File: src/hw/xbar_pkg.sv
// OBI crossbar shared definitions

package xbar_pkg;

  // ========================================
  // widths and counts
  // ========================================
  localparam int ADDR_W = 32;
  localparam int DATA_W = 33;   // bit 32 is the tag bit
  localparam int BE_W   = 4;

  localparam int N_MSTR = 2;    // 0 cpu_d, 1 dbg
  localparam int N_TGT  = 4;

  // target indices
  localparam int TGT_DBGMEM = 0;
  localparam int TGT_IRAM   = 1;
  localparam int TGT_DRAM   = 2;
  localparam int TGT_EXT    = 3;  // default region

  // ========================================
  // address map, END is exclusive
  // ========================================
  localparam logic [ADDR_W-1:0] DBGMEM_BASE = 32'h0000_0000;
  localparam logic [ADDR_W-1:0] DBGMEM_END  = 32'h0300_0000;
  localparam logic [ADDR_W-1:0] IRAM_BASE   = 32'h2004_0000;
  localparam logic [ADDR_W-1:0] IRAM_END    = 32'h200C_0000;
  localparam logic [ADDR_W-1:0] DRAM_BASE   = 32'h200F_0000;
  localparam logic [ADDR_W-1:0] DRAM_END    = 32'h2010_0000;

  typedef logic [N_TGT-1:0]  tgt_sel_t;   // one-hot target
  typedef logic [N_MSTR-1:0] mstr_sel_t;  // one-hot master

  // master request, held stable until gnt
  typedef struct packed {
    logic [ADDR_W-1:0] addr;
    logic [BE_W-1:0]   be;
    logic [DATA_W-1:0] wdata;
    logic              we;
  } obi_req_t;

  // valid only in the rvalid cycle
  typedef struct packed {
    logic [DATA_W-1:0] rdata;
    logic              err;
  } obi_rsp_t;

  typedef struct packed {
    logic              en;
    logic [ADDR_W-1:0] addr;
    logic [DATA_W-1:0] wdata;
    logic              we;
    logic [BE_W-1:0]   be;
  } mem_req_t;

  typedef struct packed {
    logic [DATA_W-1:0] rdata;   // one cycle after en
    logic              ready;   // same cycle as en
    logic              error;
  } mem_rsp_t;

endpackage

File: src/hw/obi_addr_decoder.sv
// OBI master port decoder

`timescale 1ns/1ps

module obi_addr_decoder
  import xbar_pkg::*;
(
  input  logic                 clk_i,
  input  logic                 rstn_i,

  // master side
  input  logic                 req_i,
  input  obi_req_t             addr_i,
  output logic                 gnt_o,
  output logic                 rvalid_o,
  output obi_rsp_t             rsp_o,

  // target side
  output tgt_sel_t             tgt_req_o,
  input  tgt_sel_t             tgt_gnt_i,
  input  tgt_sel_t             tgt_rvalid_i,
  input  obi_rsp_t [N_TGT-1:0] tgt_rsp_i
);

  tgt_sel_t tgt_dec;     // decoded target, zero when idle
  tgt_sel_t pending_q;   // target that still owes a response
  logic     rsp_done;
  logic     can_issue;

  function automatic logic in_range(
    input logic [ADDR_W-1:0] addr,
    input logic [ADDR_W-1:0] base,
    input logic [ADDR_W-1:0] lim
  );
    return (addr >= base) && (addr < lim);
  endfunction

  // ========================================
  // region decode
  // ========================================
  always_comb begin
    tgt_dec = '0;
    if (req_i) begin
      if (in_range(addr_i.addr, DBGMEM_BASE, DBGMEM_END)) begin
        tgt_dec[TGT_DBGMEM] = 1'b1;
      end else if (in_range(addr_i.addr, IRAM_BASE, IRAM_END)) begin
        tgt_dec[TGT_IRAM] = 1'b1;
      end else if (in_range(addr_i.addr, DRAM_BASE, DRAM_END)) begin
        tgt_dec[TGT_DRAM] = 1'b1;
      end else begin
        tgt_dec[TGT_EXT] = 1'b1;  // everything else goes external
      end
    end
  end

  // hold the request back while another target still owes a response
  assign rsp_done  = |(pending_q & tgt_rvalid_i);
  assign can_issue = (pending_q == '0) || (pending_q == tgt_dec) || rsp_done;
  assign tgt_req_o = can_issue ? tgt_dec : '0;

  assign gnt_o = |(tgt_gnt_i & tgt_req_o);

  always_ff @(posedge clk_i or negedge rstn_i) begin
    if (!rstn_i) begin
      pending_q <= '0;
    end else if (gnt_o) begin
      pending_q <= tgt_dec;
    end else if (rsp_done) begin
      pending_q <= '0;
    end
  end

  // response steering
  assign rvalid_o = rsp_done;

  always_comb begin
    rsp_o = '0;
    for (int t = 0; t < N_TGT; t++) begin
      if (pending_q[t]) begin
        rsp_o = tgt_rsp_i[t];
      end
    end
  end

endmodule

File: src/hw/tcm_arbiter.sv
// per-target master arbiter

`timescale 1ns/1ps

module tcm_arbiter
  import xbar_pkg::*;
#(
  parameter int ARB_RR = 1   // 0 strict priority, 1 round robin
) (
  input  logic      clk_i,
  input  logic      rstn_i,
  input  mstr_sel_t req_i,
  input  logic      ready_i,
  output mstr_sel_t gnt_o
);

  mstr_sel_t winner;

  // isolate the lowest set bit
  function automatic mstr_sel_t lowest_one(input mstr_sel_t vec);
    mstr_sel_t neg;
    neg = ~vec + 1'b1;
    return vec & neg;
  endfunction

  if (ARB_RR == 0) begin : g_fixed

    // master 0 always wins
    assign winner = lowest_one(req_i);

  end else begin : g_rr

    mstr_sel_t last_q;    // last granted master
    mstr_sel_t mask_lo;   // last granted and below
    mstr_sel_t req_hi;
    mstr_sel_t req_lo;

    // one-hot at i gives bits i..0; empty history gives all ones
    assign mask_lo = mstr_sel_t'((last_q << 1) - 1'b1);
    assign req_hi  = req_i & ~mask_lo;
    assign req_lo  = req_i & mask_lo;

    always_comb begin
      if (req_hi != '0) begin
        winner = lowest_one(req_hi);
      end else begin
        winner = lowest_one(req_lo);  // wrap around
      end
    end

    always_ff @(posedge clk_i or negedge rstn_i) begin
      if (!rstn_i) begin
        last_q <= '0;
      end else if (gnt_o != '0) begin
        last_q <= gnt_o;
      end
    end

  end

  // no grant while the memory is stalled
  assign gnt_o = ready_i ? winner : '0;

endmodule

File: src/hw/tcm_port.sv
// memory target port

`timescale 1ns/1ps

module tcm_port
  import xbar_pkg::*;
#(
  parameter int ARB_RR = 1
) (
  input  logic                  clk_i,
  input  logic                  rstn_i,

  // master side
  input  mstr_sel_t             req_i,
  input  obi_req_t [N_MSTR-1:0] mreq_i,
  output mstr_sel_t             gnt_o,
  output logic                  rvalid_o,
  output obi_rsp_t              rsp_o,

  // memory side
  output mem_req_t              mem_req_o,
  input  mem_rsp_t              mem_rsp_i
);

  mstr_sel_t gnt;
  logic      rvalid_q;

  tcm_arbiter #(
    .ARB_RR (ARB_RR)
  ) i_tcm_arbiter (
    .clk_i   (clk_i),
    .rstn_i  (rstn_i),
    .req_i   (req_i),
    .ready_i (mem_rsp_i.ready),
    .gnt_o   (gnt)
  );

  assign gnt_o = gnt;

  // ========================================
  // request mux onto the memory bus
  // ========================================
  always_comb begin
    mem_req_o    = '0;
    mem_req_o.en = |gnt;
    for (int m = 0; m < N_MSTR; m++) begin
      mem_req_o.addr  = mem_req_o.addr  | (mreq_i[m].addr  & {ADDR_W{gnt[m]}});
      mem_req_o.wdata = mem_req_o.wdata | (mreq_i[m].wdata & {DATA_W{gnt[m]}});
      mem_req_o.be    = mem_req_o.be    | (mreq_i[m].be    & {BE_W{gnt[m]}});
      mem_req_o.we    = mem_req_o.we    | (mreq_i[m].we    & gnt[m]);
    end
  end

  // memory answers one cycle after en
  always_ff @(posedge clk_i or negedge rstn_i) begin
    if (!rstn_i) begin
      rvalid_q <= 1'b0;
    end else begin
      rvalid_q <= |gnt;
    end
  end

  assign rvalid_o    = rvalid_q;
  assign rsp_o.rdata = mem_rsp_i.rdata;
  assign rsp_o.err   = mem_rsp_i.error;

endmodule

File: src/hw/obi_xbar_top.sv
// OBI TCM crossbar top

`timescale 1ns/1ps

module obi_xbar_top
  import xbar_pkg::*;
#(
  parameter int ARB_RR = 1
) (
  input  logic                  clk_i,
  input  logic                  rstn_i,

  // masters, 0 cpu_d and 1 dbg
  input  mstr_sel_t             mstr_req_i,
  input  obi_req_t [N_MSTR-1:0] mstr_obi_i,
  output mstr_sel_t             mstr_gnt_o,
  output mstr_sel_t             mstr_rvalid_o,
  output obi_rsp_t [N_MSTR-1:0] mstr_rsp_o,

  // memories, dbgmem / iram / dram / ext
  output mem_req_t [N_TGT-1:0]  mem_req_o,
  input  mem_rsp_t [N_TGT-1:0]  mem_rsp_i
);

  tgt_sel_t  [N_MSTR-1:0] dec_req;    // per decoder, one bit per target
  tgt_sel_t  [N_MSTR-1:0] dec_gnt;
  mstr_sel_t [N_TGT-1:0]  port_req;   // per port, one bit per master
  mstr_sel_t [N_TGT-1:0]  port_gnt;

  tgt_sel_t               tgt_rvalid;
  obi_rsp_t  [N_TGT-1:0]  tgt_rsp;

  // ========================================
  // decoder x target transpose
  // ========================================
  always_comb begin
    for (int t = 0; t < N_TGT; t++) begin
      for (int m = 0; m < N_MSTR; m++) begin
        port_req[t][m] = dec_req[m][t];
        dec_gnt[m][t]  = port_gnt[t][m];
      end
    end
  end

  // master side
  for (genvar m = 0; m < N_MSTR; m++) begin : g_mstr
    obi_addr_decoder i_obi_addr_decoder (
      .clk_i        (clk_i),
      .rstn_i       (rstn_i),
      .req_i        (mstr_req_i[m]),
      .addr_i       (mstr_obi_i[m]),
      .gnt_o        (mstr_gnt_o[m]),
      .rvalid_o     (mstr_rvalid_o[m]),
      .rsp_o        (mstr_rsp_o[m]),
      .tgt_req_o    (dec_req[m]),
      .tgt_gnt_i    (dec_gnt[m]),
      .tgt_rvalid_i (tgt_rvalid),
      .tgt_rsp_i    (tgt_rsp)
    );
  end

  // target side, request payload shared by all ports
  for (genvar t = 0; t < N_TGT; t++) begin : g_tgt
    tcm_port #(
      .ARB_RR (ARB_RR)
    ) i_tcm_port (
      .clk_i     (clk_i),
      .rstn_i    (rstn_i),
      .req_i     (port_req[t]),
      .mreq_i    (mstr_obi_i),
      .gnt_o     (port_gnt[t]),
      .rvalid_o  (tgt_rvalid[t]),
      .rsp_o     (tgt_rsp[t]),
      .mem_req_o (mem_req_o[t]),
      .mem_rsp_i (mem_rsp_i[t])
    );
  end

endmodule

File: config.mk
export PLATFORM = sky130hd
export DESIGN_NAME = obi_xbar_top
export DESIGN_NICKNAME = d
export VERILOG_FILES = /design/src/hw/xbar_pkg.sv /design/src/hw/obi_addr_decoder.sv /design/src/hw/tcm_arbiter.sv /design/src/hw/tcm_port.sv /design/src/hw/obi_xbar_top.sv
export SDC_FILE = /design/constraint.sdc
export NUM_CORES = 1
export LEC_CHECK = 0
export ABC_AREA = 0
export BUFFER_PORTS_ARGS = -buffer_cell sky130_fd_sc_hd__buf_2
export CAP_MARGIN = 30
export CORE_AREA = 2 2 249 251
export CTS_BUF_LIST = sky130_fd_sc_hd__clkbuf_4 sky130_fd_sc_hd__clkbuf_8
export DETAILED_ROUTE_END_ITERATION = 16
export DIE_AREA = 0 0 251 253
export SKIP_CTS_REPAIR_TIMING = 1
export SYNTH_ARGS = -nofsm -noshare
export SYNTH_HDL_FRONTEND = slang
export SYNTH_SLANG_ARGS = --single-unit
File: constraint.sdc
create_clock -name clk_i -period 4 [get_ports clk_i]
set_clock_uncertainty 0.2 [all_clocks]
set_input_delay 0.4 -clock clk_i [delete_from_list [all_inputs] [get_ports clk_i]]
set_output_delay 0.4 -clock clk_i [all_outputs]
set_load 0.05 [all_outputs]
==> impl_metrics.xml, run 1 <==
<?xml version="1.0" encoding="UTF-8"?>
<metrics>
  <group name="floorplanning">
    <metric name="number_of_standard_cell_rows_in_the_floorplan" unit="">91</metric>
    <metric name="core_area" unit="mm²">0.06103</metric>
    <metric name="height_of_the_die" unit="µm">253</metric>
    <metric name="initial_core_util" unit="%">9.693</metric>
    <metric name="design.portCount" unit="">640</metric>
    <metric name="design.die.area" unit="mm²">0.06350</metric>
    <metric name="die_w" unit="µm">251</metric>
  </group>
  <group name="clock_network">
    <metric name="clkSinkCount" unit="">16</metric>
    <metric name="clockBufferDepth" unit="">2</metric>
    <metric name="clk-insertion-delay-late" unit="ns">0.25</metric>
    <metric name="clk_transition_reported_paths" unit="ns">0.06</metric>
    <metric name="numCtsBuffers" unit="">3</metric>
    <metric name="h-tree-depth" unit="">1</metric>
    <metric name="root_buffer" unit="">sky130_fd_sc_hd__clkbuf_8</metric>
    <metric name="tritoncts" unit="">yes</metric>
  </group>
  <group name="route">
    <metric name="num_vias" unit="">10270</metric>
    <metric name="wl" unit="mm">51.45</metric>
    <metric name="avgRoutedWirePerCell" unit="µm">22.80</metric>
    <metric name="postRouteAntennaNets" unit="">0</metric>
    <metric name="routed_via_density" unit="">4.554</metric>
    <metric name="drt_iter0_markers" unit="">1010</metric>
    <metric name="drtPass1Iterations" unit="">7</metric>
    <metric name="drc_errors" unit="">0</metric>
  </group>
  <group name="global_routing">
    <metric name="grt_max_degree" unit="">70</metric>
    <metric name="grt_first_pass_wirelength" unit="mm">67.21</metric>
    <metric name="antenna_found_initial" unit="">34</metric>
    <metric name="grt_pass1_vias" unit="">9263</metric>
    <metric name="global_route.usage.met2" unit="%">25.83</metric>
    <metric name="globalRoute.busiestLayer" unit="">met2</metric>
    <metric name="grt-ovfl-total" unit="">0</metric>
    <metric name="grt.met3_usage" unit="%">3.279</metric>
    <metric name="grt_util_all_layers" unit="%">14.49</metric>
    <metric name="use_met1" unit="%">16.95</metric>
  </group>
  <group name="placement">
    <metric name="dpl_worst_slack" unit="ns">-0.1358</metric>
    <metric name="detailed_place.area" unit="mm²">0.01101</metric>
    <metric name="dp.final_hpwl" unit="mm">41.96</metric>
    <metric name="finalWeightedCongestion" unit="">0.9033</metric>
    <metric name="port_buffers" unit="">611</metric>
  </group>
  <group name="layout">
    <metric name="finish.net_count" unit="">1740</metric>
    <metric name="final_standard_cell_area_without_fillers" unit="mm²">0.01164</metric>
    <metric name="drive_gt1_share" unit="%">50.45</metric>
    <metric name="layout-area-overhead-vs-synth" unit="%">96.70</metric>
  </group>
  <group name="critical_path">
    <metric name="critical_path.endpoint_type" unit="">output port</metric>
    <metric name="slowest_stage" unit="">sky130_fd_sc_hd__or4_4</metric>
    <metric name="kind_of_start_point_of_the_critical_path" unit="">input port</metric>
    <metric name="timing.critical_path.slowest_cell_delay" unit="ns">0.55</metric>
    <metric name="crit_start" unit="">mstr_obi_i[130]</metric>
    <metric name="cp_common_cell" unit="">sky130_fd_sc_hd__buf_12</metric>
    <metric name="timing.critical_path.arrival" unit="ns">3.31</metric>
    <metric name="worst-path-max-fanout" unit="">7</metric>
    <metric name="critPathRequiredTime" unit="ns">3.40</metric>
    <metric name="worstPathCellList" unit="">buf_2 &gt; or4_4 &gt; a2111oi_4 &gt; buf_4 &gt; mux2i_1 &gt; o2111ai_2 &gt; a31oi_2 &gt; buf_12 &gt; buf_12 &gt; a211oi_4 &gt; buf_12 &gt; or4_1 &gt; buf_2</metric>
    <metric name="crit-reg2reg-launch" unit="">g_mstr[0].i_obi_addr_decoder.pending_q[0]</metric>
    <metric name="critical_path_class" unit="">input port to output port</metric>
  </group>
  <group name="power_and_ir_drop">
    <metric name="p_sw" unit="µW">2439</metric>
    <metric name="power_density" unit="mW/mm²">303.8</metric>
    <metric name="seq_power_share" unit="%">5.9</metric>
    <metric name="combinationalPowerShare" unit="%">90.0</metric>
    <metric name="worst_ir_drop_vdd" unit="mV">0.1795</metric>
    <metric name="leakagePower" unit="µW">0.005682</metric>
    <metric name="power.internal" unit="µW">1096</metric>
    <metric name="power.share.clock" unit="%">4.1</metric>
    <metric name="netSwitchingFraction" unit="%">69.00</metric>
  </group>
  <group name="sta">
    <metric name="timing.slew.headroom" unit="%">48.50</metric>
    <metric name="finalHoldViolCount" unit="">0</metric>
    <metric name="setup_slack" unit="ns">0.09446</metric>
    <metric name="worst_slew_pin_slew" unit="ns">0.7725</metric>
    <metric name="max_clock_freq" unit="GHz">0.2560</metric>
    <metric name="maxSlewViolCount" unit="">0</metric>
    <metric name="final_cycle_utilization_of_the_critical_path" unit="%">97.64</metric>
    <metric name="fin_crit" unit="ns">3.906</metric>
    <metric name="setup_violations" unit="">0</metric>
  </group>
  <group name="synth">
    <metric name="syn_inst" unit="">863</metric>
    <metric name="synth_edf_count" unit="">0</metric>
    <metric name="synth.largest_area_cell" unit="">sky130_fd_sc_hd__a22o_1</metric>
    <metric name="post_synth.cell_area_avg" unit="µm²">6.855</metric>
    <metric name="synth_seq_cells" unit="">16</metric>
    <metric name="synthMuxAreaShare" unit="%">0.1692</metric>
    <metric name="synth_xor_xnor_area_share" unit="%">0.5922</metric>
    <metric name="netlist_top_cells_area" unit="">sky130_fd_sc_hd__a22o_1 37%, sky130_fd_sc_hd__a22oi_1 8.6%, sky130_fd_sc_hd__dfrtp_1 6.8%</metric>
    <metric name="synth-async-reset-ratio" unit="%">100.0</metric>
    <metric name="syn-cell-area" unit="mm²">0.005916</metric>
    <metric name="yosys.area_share.adder" unit="%">0</metric>
    <metric name="postSynth.topFlopCell" unit="">sky130_fd_sc_hd__dfrtp_1</metric>
    <metric name="yosysTopAreaCellShare" unit="%">36.72</metric>
    <metric name="synth_top_family_by_area" unit="">compound AO/OA/AOI/OAI gates</metric>
    <metric name="synth-compound-area-share" unit="%">64.21</metric>
    <metric name="yosys_warnings" unit="">0</metric>
    <metric name="synth-simple-area-share" unit="%">15.63</metric>
    <metric name="ys_seq_area_share" unit="%">6.768</metric>
    <metric name="synth.distinct_cells" unit="">60</metric>
  </group>
  <group name="min_path">
    <metric name="hp-start" unit="">mem_rsp_i[1]</metric>
    <metric name="hp-class" unit="">input port to flip-flop</metric>
  </group>
  <group name="run_status">
    <metric name="run_status" unit="">completed</metric>
  </group>
  <group name="run">
    <metric name="max-cap-violations" unit="">0</metric>
  </group>
</metrics>
[Yosys cell counts, types with 4 or more instances]
master                     count
sky130_fd_sc_hd__buf_1         4
sky130_fd_sc_hd__or2_1         8
sky130_fd_sc_hd__a22o_1      248
sky130_fd_sc_hd__o21ai_0      72
sky130_fd_sc_hd__nor2_1       74
sky130_fd_sc_hd__a22oi_1      68
sky130_fd_sc_hd__buf_2        30
sky130_fd_sc_hd__buf_4        36
sky130_fd_sc_hd__a21oi_1      71
sky130_fd_sc_hd__nand2_1      82
sky130_fd_sc_hd__clkbuf_1     57
sky130_fd_sc_hd__nand3_1       7
sky130_fd_sc_hd__nor3_1        4
sky130_fd_sc_hd__inv_1         7
sky130_fd_sc_hd__dfrtp_1      16
sky130_fd_sc_hd__a21o_1       12
sky130_fd_sc_hd__buf_6         6
sky130_fd_sc_hd__nor2b_1       4
[cell usage in the layout (no fill, tap or decap), types with 4 or more instances in the layout]
master,instances
sky130_fd_sc_hd__buf_12,80
sky130_fd_sc_hd__clkbuf_4,40
sky130_fd_sc_hd__nor2_1,74
sky130_fd_sc_hd__conb_1,28
sky130_fd_sc_hd__dfrtp_2,6
sky130_fd_sc_hd__inv_1,7
sky130_fd_sc_hd__o21ai_0,72
sky130_fd_sc_hd__buf_2,488
sky130_fd_sc_hd__a22oi_1,68
sky130_fd_sc_hd__nor3_1,4
sky130_fd_sc_hd__buf_4,75
sky130_fd_sc_hd__clkbuf_8,4
sky130_fd_sc_hd__a22o_1,244
sky130_fd_sc_hd__diode_2,11
sky130_fd_sc_hd__clkbuf_16,4
sky130_fd_sc_hd__nand2_1,82
sky130_fd_sc_hd__or2_1,8
sky130_fd_sc_hd__a21oi_1,71
sky130_fd_sc_hd__nand3_1,7
sky130_fd_sc_hd__a22o_4,4
sky130_fd_sc_hd__dfrtp_1,10
sky130_fd_sc_hd__a21o_1,12
sky130_fd_sc_hd__buf_6,5
[layout make-up]
| class | instances | area, µm² |
|---|---|---|
| fillers | 6918 | 49390 |
| repair buffers | 694 | 5101 |
| multi-input cells | 734 | 5030 |
| well taps | 790 | 988.4 |
| flip-flops and latches | 16 | 407.9 |
| clock buffers | 4 | 55.05 |
| diodes | 11 | 27.53 |
| inverters | 7 | 26.28 |
[metrics by stage]
stage | instances | setup TNS, ns | util (%) | hold slack [ns] | total power (µW)
2_1_floorplan | 890 | 0 | - | -0.09559 | 2317
6_report | 2256 | 0 | 19.07 | 0.2740 | 3535
5_1_grt | 2254 | -0.001043 | 19.06 | 0.2773 | 3683
3_3_place_gp | 2222 | -6.685 | 18.04 | 0.1454 | 3341
4_1_cts | 2226 | -17.87 | 18.13 | -0.1254 | 3501
3_5_place_dp | 2222 | -5.330 | 18.04 | 0.1448 | 3345
[critical path, delay by kind of cell]
kind / cells / cell delay (ns)
AO/OA/AOI/OAI: 4 / 0.69
buffers and inverters: 6 / 0.95
multiplexers: 1 / 0.20
AND/OR/NAND/NOR: 2 / 1.03
[final timing paths]
path,depth (start not counted),to,slack (ns)
worst min-delay path,3,g_tgt[0].i_tcm_port.i_tcm_arbiter.g_rr.last_q[0],0.27
worst min register to register,1,g_tgt[3].i_tcm_port.i_tcm_arbiter.g_rr.last_q[0],0.33
max in group asynchronous,2,g_mstr[1].i_obi_addr_decoder.pending_q[3],2.76
worst max-delay path,13,mstr_gnt_o[1],0.09
min in group asynchronous,2,g_mstr[0].i_obi_addr_decoder.pending_q[3],0.54
worst max register to register,9,g_tgt[1].i_tcm_port.rvalid_o,0.84
[layer usage]
metal | wire, µm | share of wire [%]
met4 | 2507 | 4.9
met5 | 26 | 0.051
met1 | 19310 | 38
met3 | 4906 | 9.5
met2 | 24700 | 48
[state kept, by name, summed over array words and instances (netlist names)]
register                                    flops
g_tgt.i_tcm_port.rvalid_o                       4
g_mstr.i_obi_addr_decoder.pending_q             8
g_tgt.i_tcm_port.i_tcm_arbiter.g_rr.last_q      4
[logic make-up (layout without fill, tap and decap cells)]
| logic type | Yosys count | count (layout) |
|---|---|---|
| AND/OR/NAND/NOR | 205 | 205 |
| buffers and inverters | 140 | 705 |
| multiplexers | 1 | 1 |
| AO/OA/AOI/OAI | 496 | 496 |
| other | 1 | 39 |
| XOR/XNOR | 4 | 4 |
| flip-flops | 16 | 16 |
[power groups by stage]
| stage | combinational (µW) | sequential [µW] | clock (µW) |
|---|---|---|---|
| floorplan | 2120 | 193 | 0 |
| finish | 3180 | 210 | 144 |
| CTS | 3140 | 209 | 147 |
| global placement | 3130 | 212 | 0 |
| detailed placement | 3130 | 212 | 0 |
| global route | 3320 | 212 | 151 |
(Power assumes the default switching activity.)
==> inputs of run 2 (changes only) <==
- BUFFER_PORTS_ARGS: -buffer_cell sky130_fd_sc_hd__buf_2 -> -buffer_cell sky130_fd_sc_hd__buf_4
- CORE_AREA: 2 2 249 251 -> 2 2 253 255
- DIE_AREA: 0 0 251 253 -> 0 0 255 257
- clock period: 4 -> 3.2 ns (I/O delays scaled with it)
==> run 2 against run 1 <==
The run now ends with setup timing left. Design area is 34% higher. Sequential cell count stayed put. Clock-buffer cell count stayed put. First-iteration DRC count is 26% lower. Cell count is 6.6% higher. Global-route usage is 0.46 points higher. Via count is 1.2% higher. Non-clock buffer count is 90 higher. Clock power is 31% higher. Sequential power is 24% higher. Setup slack worse by 0.69 ns. Utilization is 5.9 points higher. Critical endpoint unchanged.
==> impl_metrics.xml, run 2 (synthesized netlist as in run 1, its figures left out) <==
<?xml version="1.0" encoding="UTF-8"?>
<metrics>
  <group name="critical_path">
    <metric name="worst-path-max-fanout" unit="">7</metric>
    <metric name="crit-reg2reg-launch" unit="">g_tgt[0].i_tcm_port.rvalid_o</metric>
    <metric name="critical_path.endpoint_type" unit="">output port</metric>
    <metric name="timing.reg2reg.setup_slack" unit="ns">0.14</metric>
    <metric name="worstReg2RegEnd" unit="">g_tgt[1].i_tcm_port.rvalid_o</metric>
    <metric name="timing.critical_path.arrival" unit="ns">3.28</metric>
    <metric name="critical_path_class" unit="">input port to output port</metric>
    <metric name="kind_of_start_point_of_the_critical_path" unit="">input port</metric>
    <metric name="ff2ff_path_depth" unit="">11</metric>
    <metric name="critPathRequiredTime" unit="ns">2.68</metric>
  </group>
  <group name="clock_network">
    <metric name="clk_transition_reported_paths" unit="ns">0.07</metric>
    <metric name="tritoncts" unit="">yes</metric>
    <metric name="clkSinkCount" unit="">16</metric>
    <metric name="clk-insertion-delay-late" unit="ns">0.26</metric>
    <metric name="clockBufferDepth" unit="">2</metric>
    <metric name="h-tree-depth" unit="">1</metric>
    <metric name="root_buffer" unit="">sky130_fd_sc_hd__clkbuf_8</metric>
    <metric name="numCtsBuffers" unit="">3</metric>
  </group>
  <group name="run_status">
    <metric name="violated_checks" unit="">setup timing</metric>
    <metric name="run_status" unit="">finished with violations</metric>
  </group>
  <group name="power_and_ir_drop">
    <metric name="power.internal" unit="µW">1818</metric>
    <metric name="combinationalPowerShare" unit="%">91.0</metric>
    <metric name="power_density" unit="mW/mm²">319.2</metric>
    <metric name="leakagePower" unit="µW">0.007537</metric>
    <metric name="worst_ir_drop_vdd" unit="mV">0.2633</metric>
    <metric name="power.share.clock" unit="%">3.8</metric>
    <metric name="p_sw" unit="µW">3176</metric>
    <metric name="netSwitchingFraction" unit="%">63.60</metric>
    <metric name="seq_power_share" unit="%">5.2</metric>
  </group>
  <group name="floorplanning">
    <metric name="design.die.area" unit="mm²">0.06554</metric>
    <metric name="height_of_the_die" unit="µm">257</metric>
    <metric name="initial_core_util" unit="%">9.430</metric>
    <metric name="core_area" unit="mm²">0.06274</metric>
    <metric name="design.portCount" unit="">640</metric>
    <metric name="number_of_standard_cell_rows_in_the_floorplan" unit="">92</metric>
    <metric name="die_w" unit="µm">255</metric>
  </group>
  <group name="placement">
    <metric name="placed_instances" unit="">2343</metric>
    <metric name="dp.final_hpwl" unit="mm">43.90</metric>
    <metric name="port_buffers" unit="">611</metric>
    <metric name="finalWeightedCongestion" unit="">0.8916</metric>
  </group>
  <group name="route">
    <metric name="avgRoutedWirePerCell" unit="µm">23.23</metric>
    <metric name="wl" unit="mm">55.89</metric>
    <metric name="drtPass1Iterations" unit="">5</metric>
    <metric name="num_vias" unit="">10400</metric>
    <metric name="postRouteAntennaNets" unit="">0</metric>
    <metric name="routed_via_density" unit="">4.321</metric>
    <metric name="drt_iter0_markers" unit="">746</metric>
    <metric name="drc_errors" unit="">0</metric>
  </group>
  <group name="layout">
    <metric name="drive_gt1_share" unit="%">69.97</metric>
    <metric name="number_of_flip_flops_in_the_largest_register" unit="">8</metric>
    <metric name="layout_common_cells" unit="">559 x sky130_fd_sc_hd__buf_4, 142 x sky130_fd_sc_hd__a22o_4, 111 x sky130_fd_sc_hd__buf_8, 103 x sky130_fd_sc_hd__a22o_2, 82 x sky130_fd_sc_hd__nand2_1</metric>
    <metric name="stdcell_count" unit="">2406</metric>
    <metric name="finish.net_count" unit="">1830</metric>
    <metric name="layout_commonest_cell" unit="">sky130_fd_sc_hd__buf_4</metric>
    <metric name="layout-area-overhead-vs-synth" unit="%">164.5</metric>
    <metric name="regMostFlops" unit="">g_mstr.i_obi_addr_decoder.pending_q</metric>
    <metric name="final_util" unit="%">24.94</metric>
  </group>
  <group name="sta">
    <metric name="fin_crit" unit="ns">3.799</metric>
    <metric name="max_clock_freq" unit="GHz">0.2632</metric>
    <metric name="setup_violations" unit="">258</metric>
    <metric name="worst_slew_pin_slew" unit="ns">0.7980</metric>
    <metric name="finalHoldViolCount" unit="">0</metric>
    <metric name="setup_slack" unit="ns">-0.5992</metric>
    <metric name="final_cycle_utilization_of_the_critical_path" unit="%">118.7</metric>
    <metric name="totalNegativeSetupSlack" unit="ns">-123.90</metric>
    <metric name="timing.slew.headroom" unit="%">46.80</metric>
    <metric name="rsz_0062_raised_after_global_routing" unit="">yes</metric>
    <metric name="maxSlewViolCount" unit="">0</metric>
  </group>
  <group name="min_path">
    <metric name="whs_path_depth" unit="">3</metric>
    <metric name="hp-class" unit="">input port to flip-flop</metric>
    <metric name="min_to" unit="">g_tgt[0].i_tcm_port.i_tcm_arbiter.g_rr.last_q[0]</metric>
    <metric name="hp-start" unit="">mem_rsp_i[1]</metric>
  </group>
  <group name="global_routing">
    <metric name="grt-ovfl-total" unit="">0</metric>
    <metric name="antenna_found_initial" unit="">18</metric>
    <metric name="grt_util_all_layers" unit="%">14.95</metric>
    <metric name="grt_pass1_vias" unit="">9682</metric>
    <metric name="grt_max_degree" unit="">70</metric>
    <metric name="grt_first_pass_wirelength" unit="mm">70.79</metric>
  </group>
  <group name="run">
    <metric name="max-cap-violations" unit="">0</metric>
  </group>
</metrics>
## run 2: cell count changes in the layout (fill, tap and decap cells not counted), sizes merged
| cell | previous run | this run |
|---|---|---|
| buf | 649 | 773 |
| clkbuf | 48 | 14 |
| diode | 11 | 15 |
## run 2: worst max-delay path by stage
| stage | to | slack (ns) | cells after the start | start |
|---|---|---|---|---|
| finish | mstr_gnt_o[1] | -0.60 | 13 | mstr_obi_i[129] |
| global route | mstr_gnt_o[1] | -0.68 | 13 | mstr_obi_i[129] |
| CTS | mstr_gnt_o[1] | -0.68 | 12 | mstr_obi_i[130] |
| detailed placement | mstr_gnt_o[1] | -0.65 | 12 | mstr_obi_i[130] |
| global placement | mstr_gnt_o[1] | -0.66 | 12 | mstr_obi_i[58] |
| floorplan | mem_req_o[187] | -0.20 | 8 | mstr_obi_i[130] |
## run 2: routing by layer
| metal | share of wire (%) | GRT usage (%) | vias up |
|---|---|---|---|
| met5 | 0.048 | 0 | - |
| met4 | 4.5 | 7.456 | 4 |
| met3 | 8.5 | 3.874 | 91 |
| met2 | 49 | 25.90 | 571 |
| met1 | 38 | 16.81 | 4992 |
| li1 | - | - | 4739 |
## run 2: metrics by stage
| step | power, µW | area (µm²) | hold slack (ns) | worst slack (ns) |
|---|---|---|---|---|
| 5_1_grt | 5226 | 15640 | 0.1645 | -0.6786 |
| 6_report | 4994 | 15650 | 0.1542 | -0.5992 |
| 3_3_place_gp | 4628 | 13300 | -0.001871 | -0.6594 |
| 4_1_cts | 4832 | 13350 | -0.2775 | -0.6768 |
| 2_1_floorplan | 2973 | 7053 | -0.1756 | -0.2023 |
| 3_5_place_dp | 4627 | 13300 | 0.005390 | -0.6483 |
## run 2: power by group through the flow
stage / clock network (µW) / registers [µW] / logic [µW]
floorplan: 0 / 242 / 2730
global placement: 0 / 267 / 4360
detailed placement: 0 / 264 / 4360
CTS: 192 / 261 / 4380
global route: 203 / 266 / 4760
finish: 189 / 261 / 4540
## run 2: cell type report
type	instances	area [µm²]
fill	6782	47090
inverter	7	26.28
multi-input combinational	734	6472
sequential	16	407.9
antenna	15	37.54
clock buffer	4	55.05
timing repair buffer	784	7589
tap	846	1059
## run 2: critical path: stages
cell,delay [ns]
sky130_fd_sc_hd__buf_8,0.09
sky130_fd_sc_hd__or4_4,0.54
sky130_fd_sc_hd__a2111oi_4,0.37
sky130_fd_sc_hd__mux2i_1,0.25
sky130_fd_sc_hd__o2111ai_2,0.20
sky130_fd_sc_hd__a31oi_4,0.24
sky130_fd_sc_hd__buf_12,0.15
sky130_fd_sc_hd__buf_6,0.10
sky130_fd_sc_hd__a211oi_4,0.04
sky130_fd_sc_hd__buf_6,0.14
sky130_fd_sc_hd__buf_12,0.14
sky130_fd_sc_hd__or4_4,0.50
sky130_fd_sc_hd__buf_8,0.17
==> inputs of run 3 (changes only) <==
- CELL_PAD_IN_SITES_DETAIL_PLACEMENT: not set -> 0
- CELL_PAD_IN_SITES_GLOBAL_PLACEMENT: not set -> 1
- CORE_AREA: 2 2 253 255 -> 2 2 249 251
- DIE_AREA: 0 0 255 257 -> 0 0 251 253
- PLACE_DENSITY_LB_ADDON: not set -> 0.1
==> run 3 against run 2 <==
The flow still finishes with violations (setup timing). Setup slack better by 0.12 ns. Global-route usage up 0.41 points. Sequential cell count unchanged. Sequential power down 3%. Clock power down 3%. Design area down 4.6%. Worst hold slack worse by 0.0050 ns. First-iteration DRC count down 45%. Wire length up 1.6%. Die area down 3.1%. Critical path type is now flip-flop to output port. Total power up 3.9%.
==> impl_metrics.xml, run 3 (synthesized netlist as in run 1, its figures left out) <==
<?xml version="1.0" encoding="UTF-8"?>
<metrics>
  <group name="sta">
    <metric name="finalHoldViolCount" unit="">0</metric>
    <metric name="max_clock_freq" unit="GHz">0.2721</metric>
    <metric name="fin_crit" unit="ns">3.675</metric>
    <metric name="rsz_0062_raised_after_global_routing" unit="">yes</metric>
    <metric name="maxSlewViolCount" unit="">0</metric>
    <metric name="setup_violations" unit="">257</metric>
    <metric name="setup_slack" unit="ns">-0.4753</metric>
    <metric name="finalHoldWorstSlack" unit="ns">0.1492</metric>
    <metric name="worst_slew_pin_slew" unit="ns">0.8367</metric>
    <metric name="final_cycle_utilization_of_the_critical_path" unit="%">114.9</metric>
    <metric name="timing.slew.headroom" unit="%">44.22</metric>
    <metric name="totalNegativeSetupSlack" unit="ns">-104.90</metric>
  </group>
  <group name="route">
    <metric name="drt_iter0_markers" unit="">414</metric>
    <metric name="dr_wl_met3" unit="mm">4.705</metric>
    <metric name="drc_errors" unit="">0</metric>
    <metric name="drtPass1Iterations" unit="">5</metric>
    <metric name="met2_wl" unit="mm">29.48</metric>
    <metric name="num_vias" unit="">10050</metric>
    <metric name="wl" unit="mm">56.77</metric>
    <metric name="routed_via_density" unit="">4.306</metric>
    <metric name="routedLengthMet1" unit="mm">20.98</metric>
    <metric name="avgRoutedWirePerCell" unit="µm">24.33</metric>
    <metric name="top_layer" unit="">met5</metric>
    <metric name="postRouteAntennaNets" unit="">0</metric>
  </group>
  <group name="critical_path">
    <metric name="kind_of_start_point_of_the_critical_path" unit="">flip-flop</metric>
    <metric name="worstReg2RegEnd" unit="">g_mstr[1].i_obi_addr_decoder.pending_q[3]</metric>
    <metric name="timing.critical_path.slowest_cell_delay" unit="ns">0.38</metric>
    <metric name="critPathRequiredTime" unit="ns">2.68</metric>
    <metric name="critical_path.endpoint_type" unit="">output port</metric>
    <metric name="worst-path-max-fanout" unit="">19</metric>
    <metric name="slowest_stage" unit="">sky130_fd_sc_hd__dfrtp_1</metric>
    <metric name="cp_common_cell" unit="">sky130_fd_sc_hd__buf_4</metric>
    <metric name="timing.reg2reg.setup_slack" unit="ns">0.33</metric>
    <metric name="timing.critical_path.arrival" unit="ns">3.16</metric>
    <metric name="end_point_of_the_critical_path" unit="">mem_req_o[52]</metric>
    <metric name="ff2ff_path_depth" unit="">11</metric>
    <metric name="critical_path_class" unit="">flip-flop to output port</metric>
    <metric name="worstPathCellList" unit="">a22o_1 &gt; a221oi_4 &gt; o41ai_4 &gt; a2111oi_4 &gt; buf_4 &gt; a211oi_2 &gt; buf_4 &gt; a311oi_4 &gt; buf_12 &gt; buf_12 &gt; a22o_2 &gt; buf_4</metric>
    <metric name="crit_start" unit="">g_mstr[0].i_obi_addr_decoder.pending_q[0]</metric>
    <metric name="crit-reg2reg-launch" unit="">g_mstr[0].i_obi_addr_decoder.pending_q[0]</metric>
  </group>
  <group name="layout">
    <metric name="layout_commonest_cell" unit="">sky130_fd_sc_hd__buf_4</metric>
    <metric name="layout_common_cells" unit="">610 x sky130_fd_sc_hd__buf_4, 152 x sky130_fd_sc_hd__a22o_2, 93 x sky130_fd_sc_hd__a22o_4, 82 x sky130_fd_sc_hd__nand2_1, 74 x sky130_fd_sc_hd__nor2_1</metric>
    <metric name="stdcell_count" unit="">2333</metric>
    <metric name="layout-area-overhead-vs-synth" unit="%">152.2</metric>
    <metric name="number_of_flip_flops_in_the_largest_register" unit="">8</metric>
    <metric name="regMostFlops" unit="">g_mstr.i_obi_addr_decoder.pending_q</metric>
    <metric name="drive_gt1_share" unit="%">69.44</metric>
    <metric name="finish.net_count" unit="">1823</metric>
  </group>
  <group name="floorplanning">
    <metric name="design.die.area" unit="mm²">0.06350</metric>
    <metric name="number_of_standard_cell_rows_in_the_floorplan" unit="">91</metric>
    <metric name="design.portCount" unit="">640</metric>
    <metric name="core_area" unit="mm²">0.06103</metric>
    <metric name="height_of_the_die" unit="µm">253</metric>
    <metric name="initial_core_util" unit="%">9.693</metric>
    <metric name="die_w" unit="µm">251</metric>
  </group>
  <group name="run_status">
    <metric name="violated_checks" unit="">setup timing</metric>
    <metric name="run_status" unit="">finished with violations</metric>
  </group>
  <group name="clock_network">
    <metric name="clk_transition_reported_paths" unit="ns">0.07</metric>
    <metric name="tritoncts" unit="">yes</metric>
    <metric name="root_buffer" unit="">sky130_fd_sc_hd__clkbuf_8</metric>
    <metric name="clk-insertion-delay-late" unit="ns">0.25</metric>
    <metric name="clkSinkCount" unit="">16</metric>
    <metric name="numCtsBuffers" unit="">3</metric>
    <metric name="h-tree-depth" unit="">1</metric>
    <metric name="clockBufferDepth" unit="">2</metric>
  </group>
  <group name="power_and_ir_drop">
    <metric name="power_density" unit="mW/mm²">347.7</metric>
    <metric name="worst_ir_drop_vdd" unit="mV">0.2894</metric>
    <metric name="leakagePower" unit="µW">0.007170</metric>
  </group>
  <group name="run">
    <metric name="max-cap-violations" unit="">0</metric>
  </group>
  <group name="global_routing">
    <metric name="grt-ovfl-total" unit="">0</metric>
    <metric name="antenna_found_initial" unit="">8</metric>
    <metric name="grt_pass1_vias" unit="">10080</metric>
    <metric name="grt_first_pass_wirelength" unit="mm">72.80</metric>
    <metric name="grt_max_degree" unit="">72</metric>
    <metric name="grt_util_all_layers" unit="%">15.36</metric>
  </group>
  <group name="placement">
    <metric name="finalWeightedCongestion" unit="">0.8153</metric>
    <metric name="placed_instances" unit="">2284</metric>
    <metric name="dp.final_hpwl" unit="mm">42.46</metric>
    <metric name="port_buffers" unit="">611</metric>
  </group>
  <group name="min_path">
    <metric name="hp-class" unit="">input port to flip-flop</metric>
  </group>
</metrics>
[run 3: cell count changes in the layout (fill, tap and decap cells not counted), moves of 2 or more]
cell / change
sky130_fd_sc_hd__a22o_2: +49
sky130_fd_sc_hd__a22o_4: -49
sky130_fd_sc_hd__and3_1: +2
sky130_fd_sc_hd__and3_4: -2
sky130_fd_sc_hd__buf_12: +21
sky130_fd_sc_hd__buf_4: +51
sky130_fd_sc_hd__buf_6: -27
sky130_fd_sc_hd__buf_8: -58
sky130_fd_sc_hd__clkbuf_16: +4
sky130_fd_sc_hd__diode_2: -10
sky130_fd_sc_hd__nor4_1: -2
sky130_fd_sc_hd__nor4_2: +2
[run 3: critical path, delay by kind of cell, from the launching register on]
kind / cells / cell delay [ns]
buffers and inverters: 5 / 0.94
DFF: 1 / 0.38
AOI/OAI and AO/OA: 7 / 1.54
[run 3: cell type report]
type	instances	area, µm²
fillers	6761	46110
repair buffers	776	7345
multi-input cells	735	6085
well taps	790	988.4
flip-flops and latches	16	407.9
clock buffers	4	55.05
inverters	7	26.28
diodes	5	12.51
[run 3: worst min-delay path by stage]
stage | to | from | slack, ns | cells after the start
6_report | g_tgt[3].i_tcm_port.rvalid_o | mem_rsp_i[106] | 0.15 | 3
3_5_place_dp | g_tgt[3].i_tcm_port.rvalid_o | rstn_i | 0.01 | 1
3_3_place_gp | g_tgt[3].i_tcm_port.rvalid_o | rstn_i | 0.01 | 1
2_1_floorplan | g_mstr[0].i_obi_addr_decoder.pending_q[0] | rstn_i | -0.18 | 0
4_1_cts | g_tgt[2].i_tcm_port.i_tcm_arbiter.g_rr.last_q[0] | rstn_i | -0.26 | 1
5_1_grt | g_tgt[0].i_tcm_port.i_tcm_arbiter.g_rr.last_q[0] | mem_rsp_i[1] | 0.18 | 3
[run 3: metrics by stage]
stage / cell area [µm²] / utilization (%) / power, µW / setup WS, ns
after detailed placement: 13310 / 21.80 / 4678 / -0.5945
after global routing: 14920 / 24.45 / 5441 / -0.6395
after CTS: 13360 / 21.89 / 4880 / -0.6082
after global placement: 13310 / 21.80 / 4704 / -0.6421
final: 14920 / 24.45 / 5188 / -0.4753
after floorplan: 7053 / - / 2973 / -0.2023
[run 3: per-layer routing]
metal	vias to the layer above	global-route usage [%]
met5	-	0
met2	414	28.70
li1	4704	-
met1	4873	16.47
met4	6	3.656
met3	50	5.304
[run 3: where the power goes]
part	leakage, µW	total [µW]	internal [µW]	switching (µW)
clock	0.0000288	184	109	74.4
sequential	0.000201	253	231	22.1
combinational	0.00694	4750	1570	3180
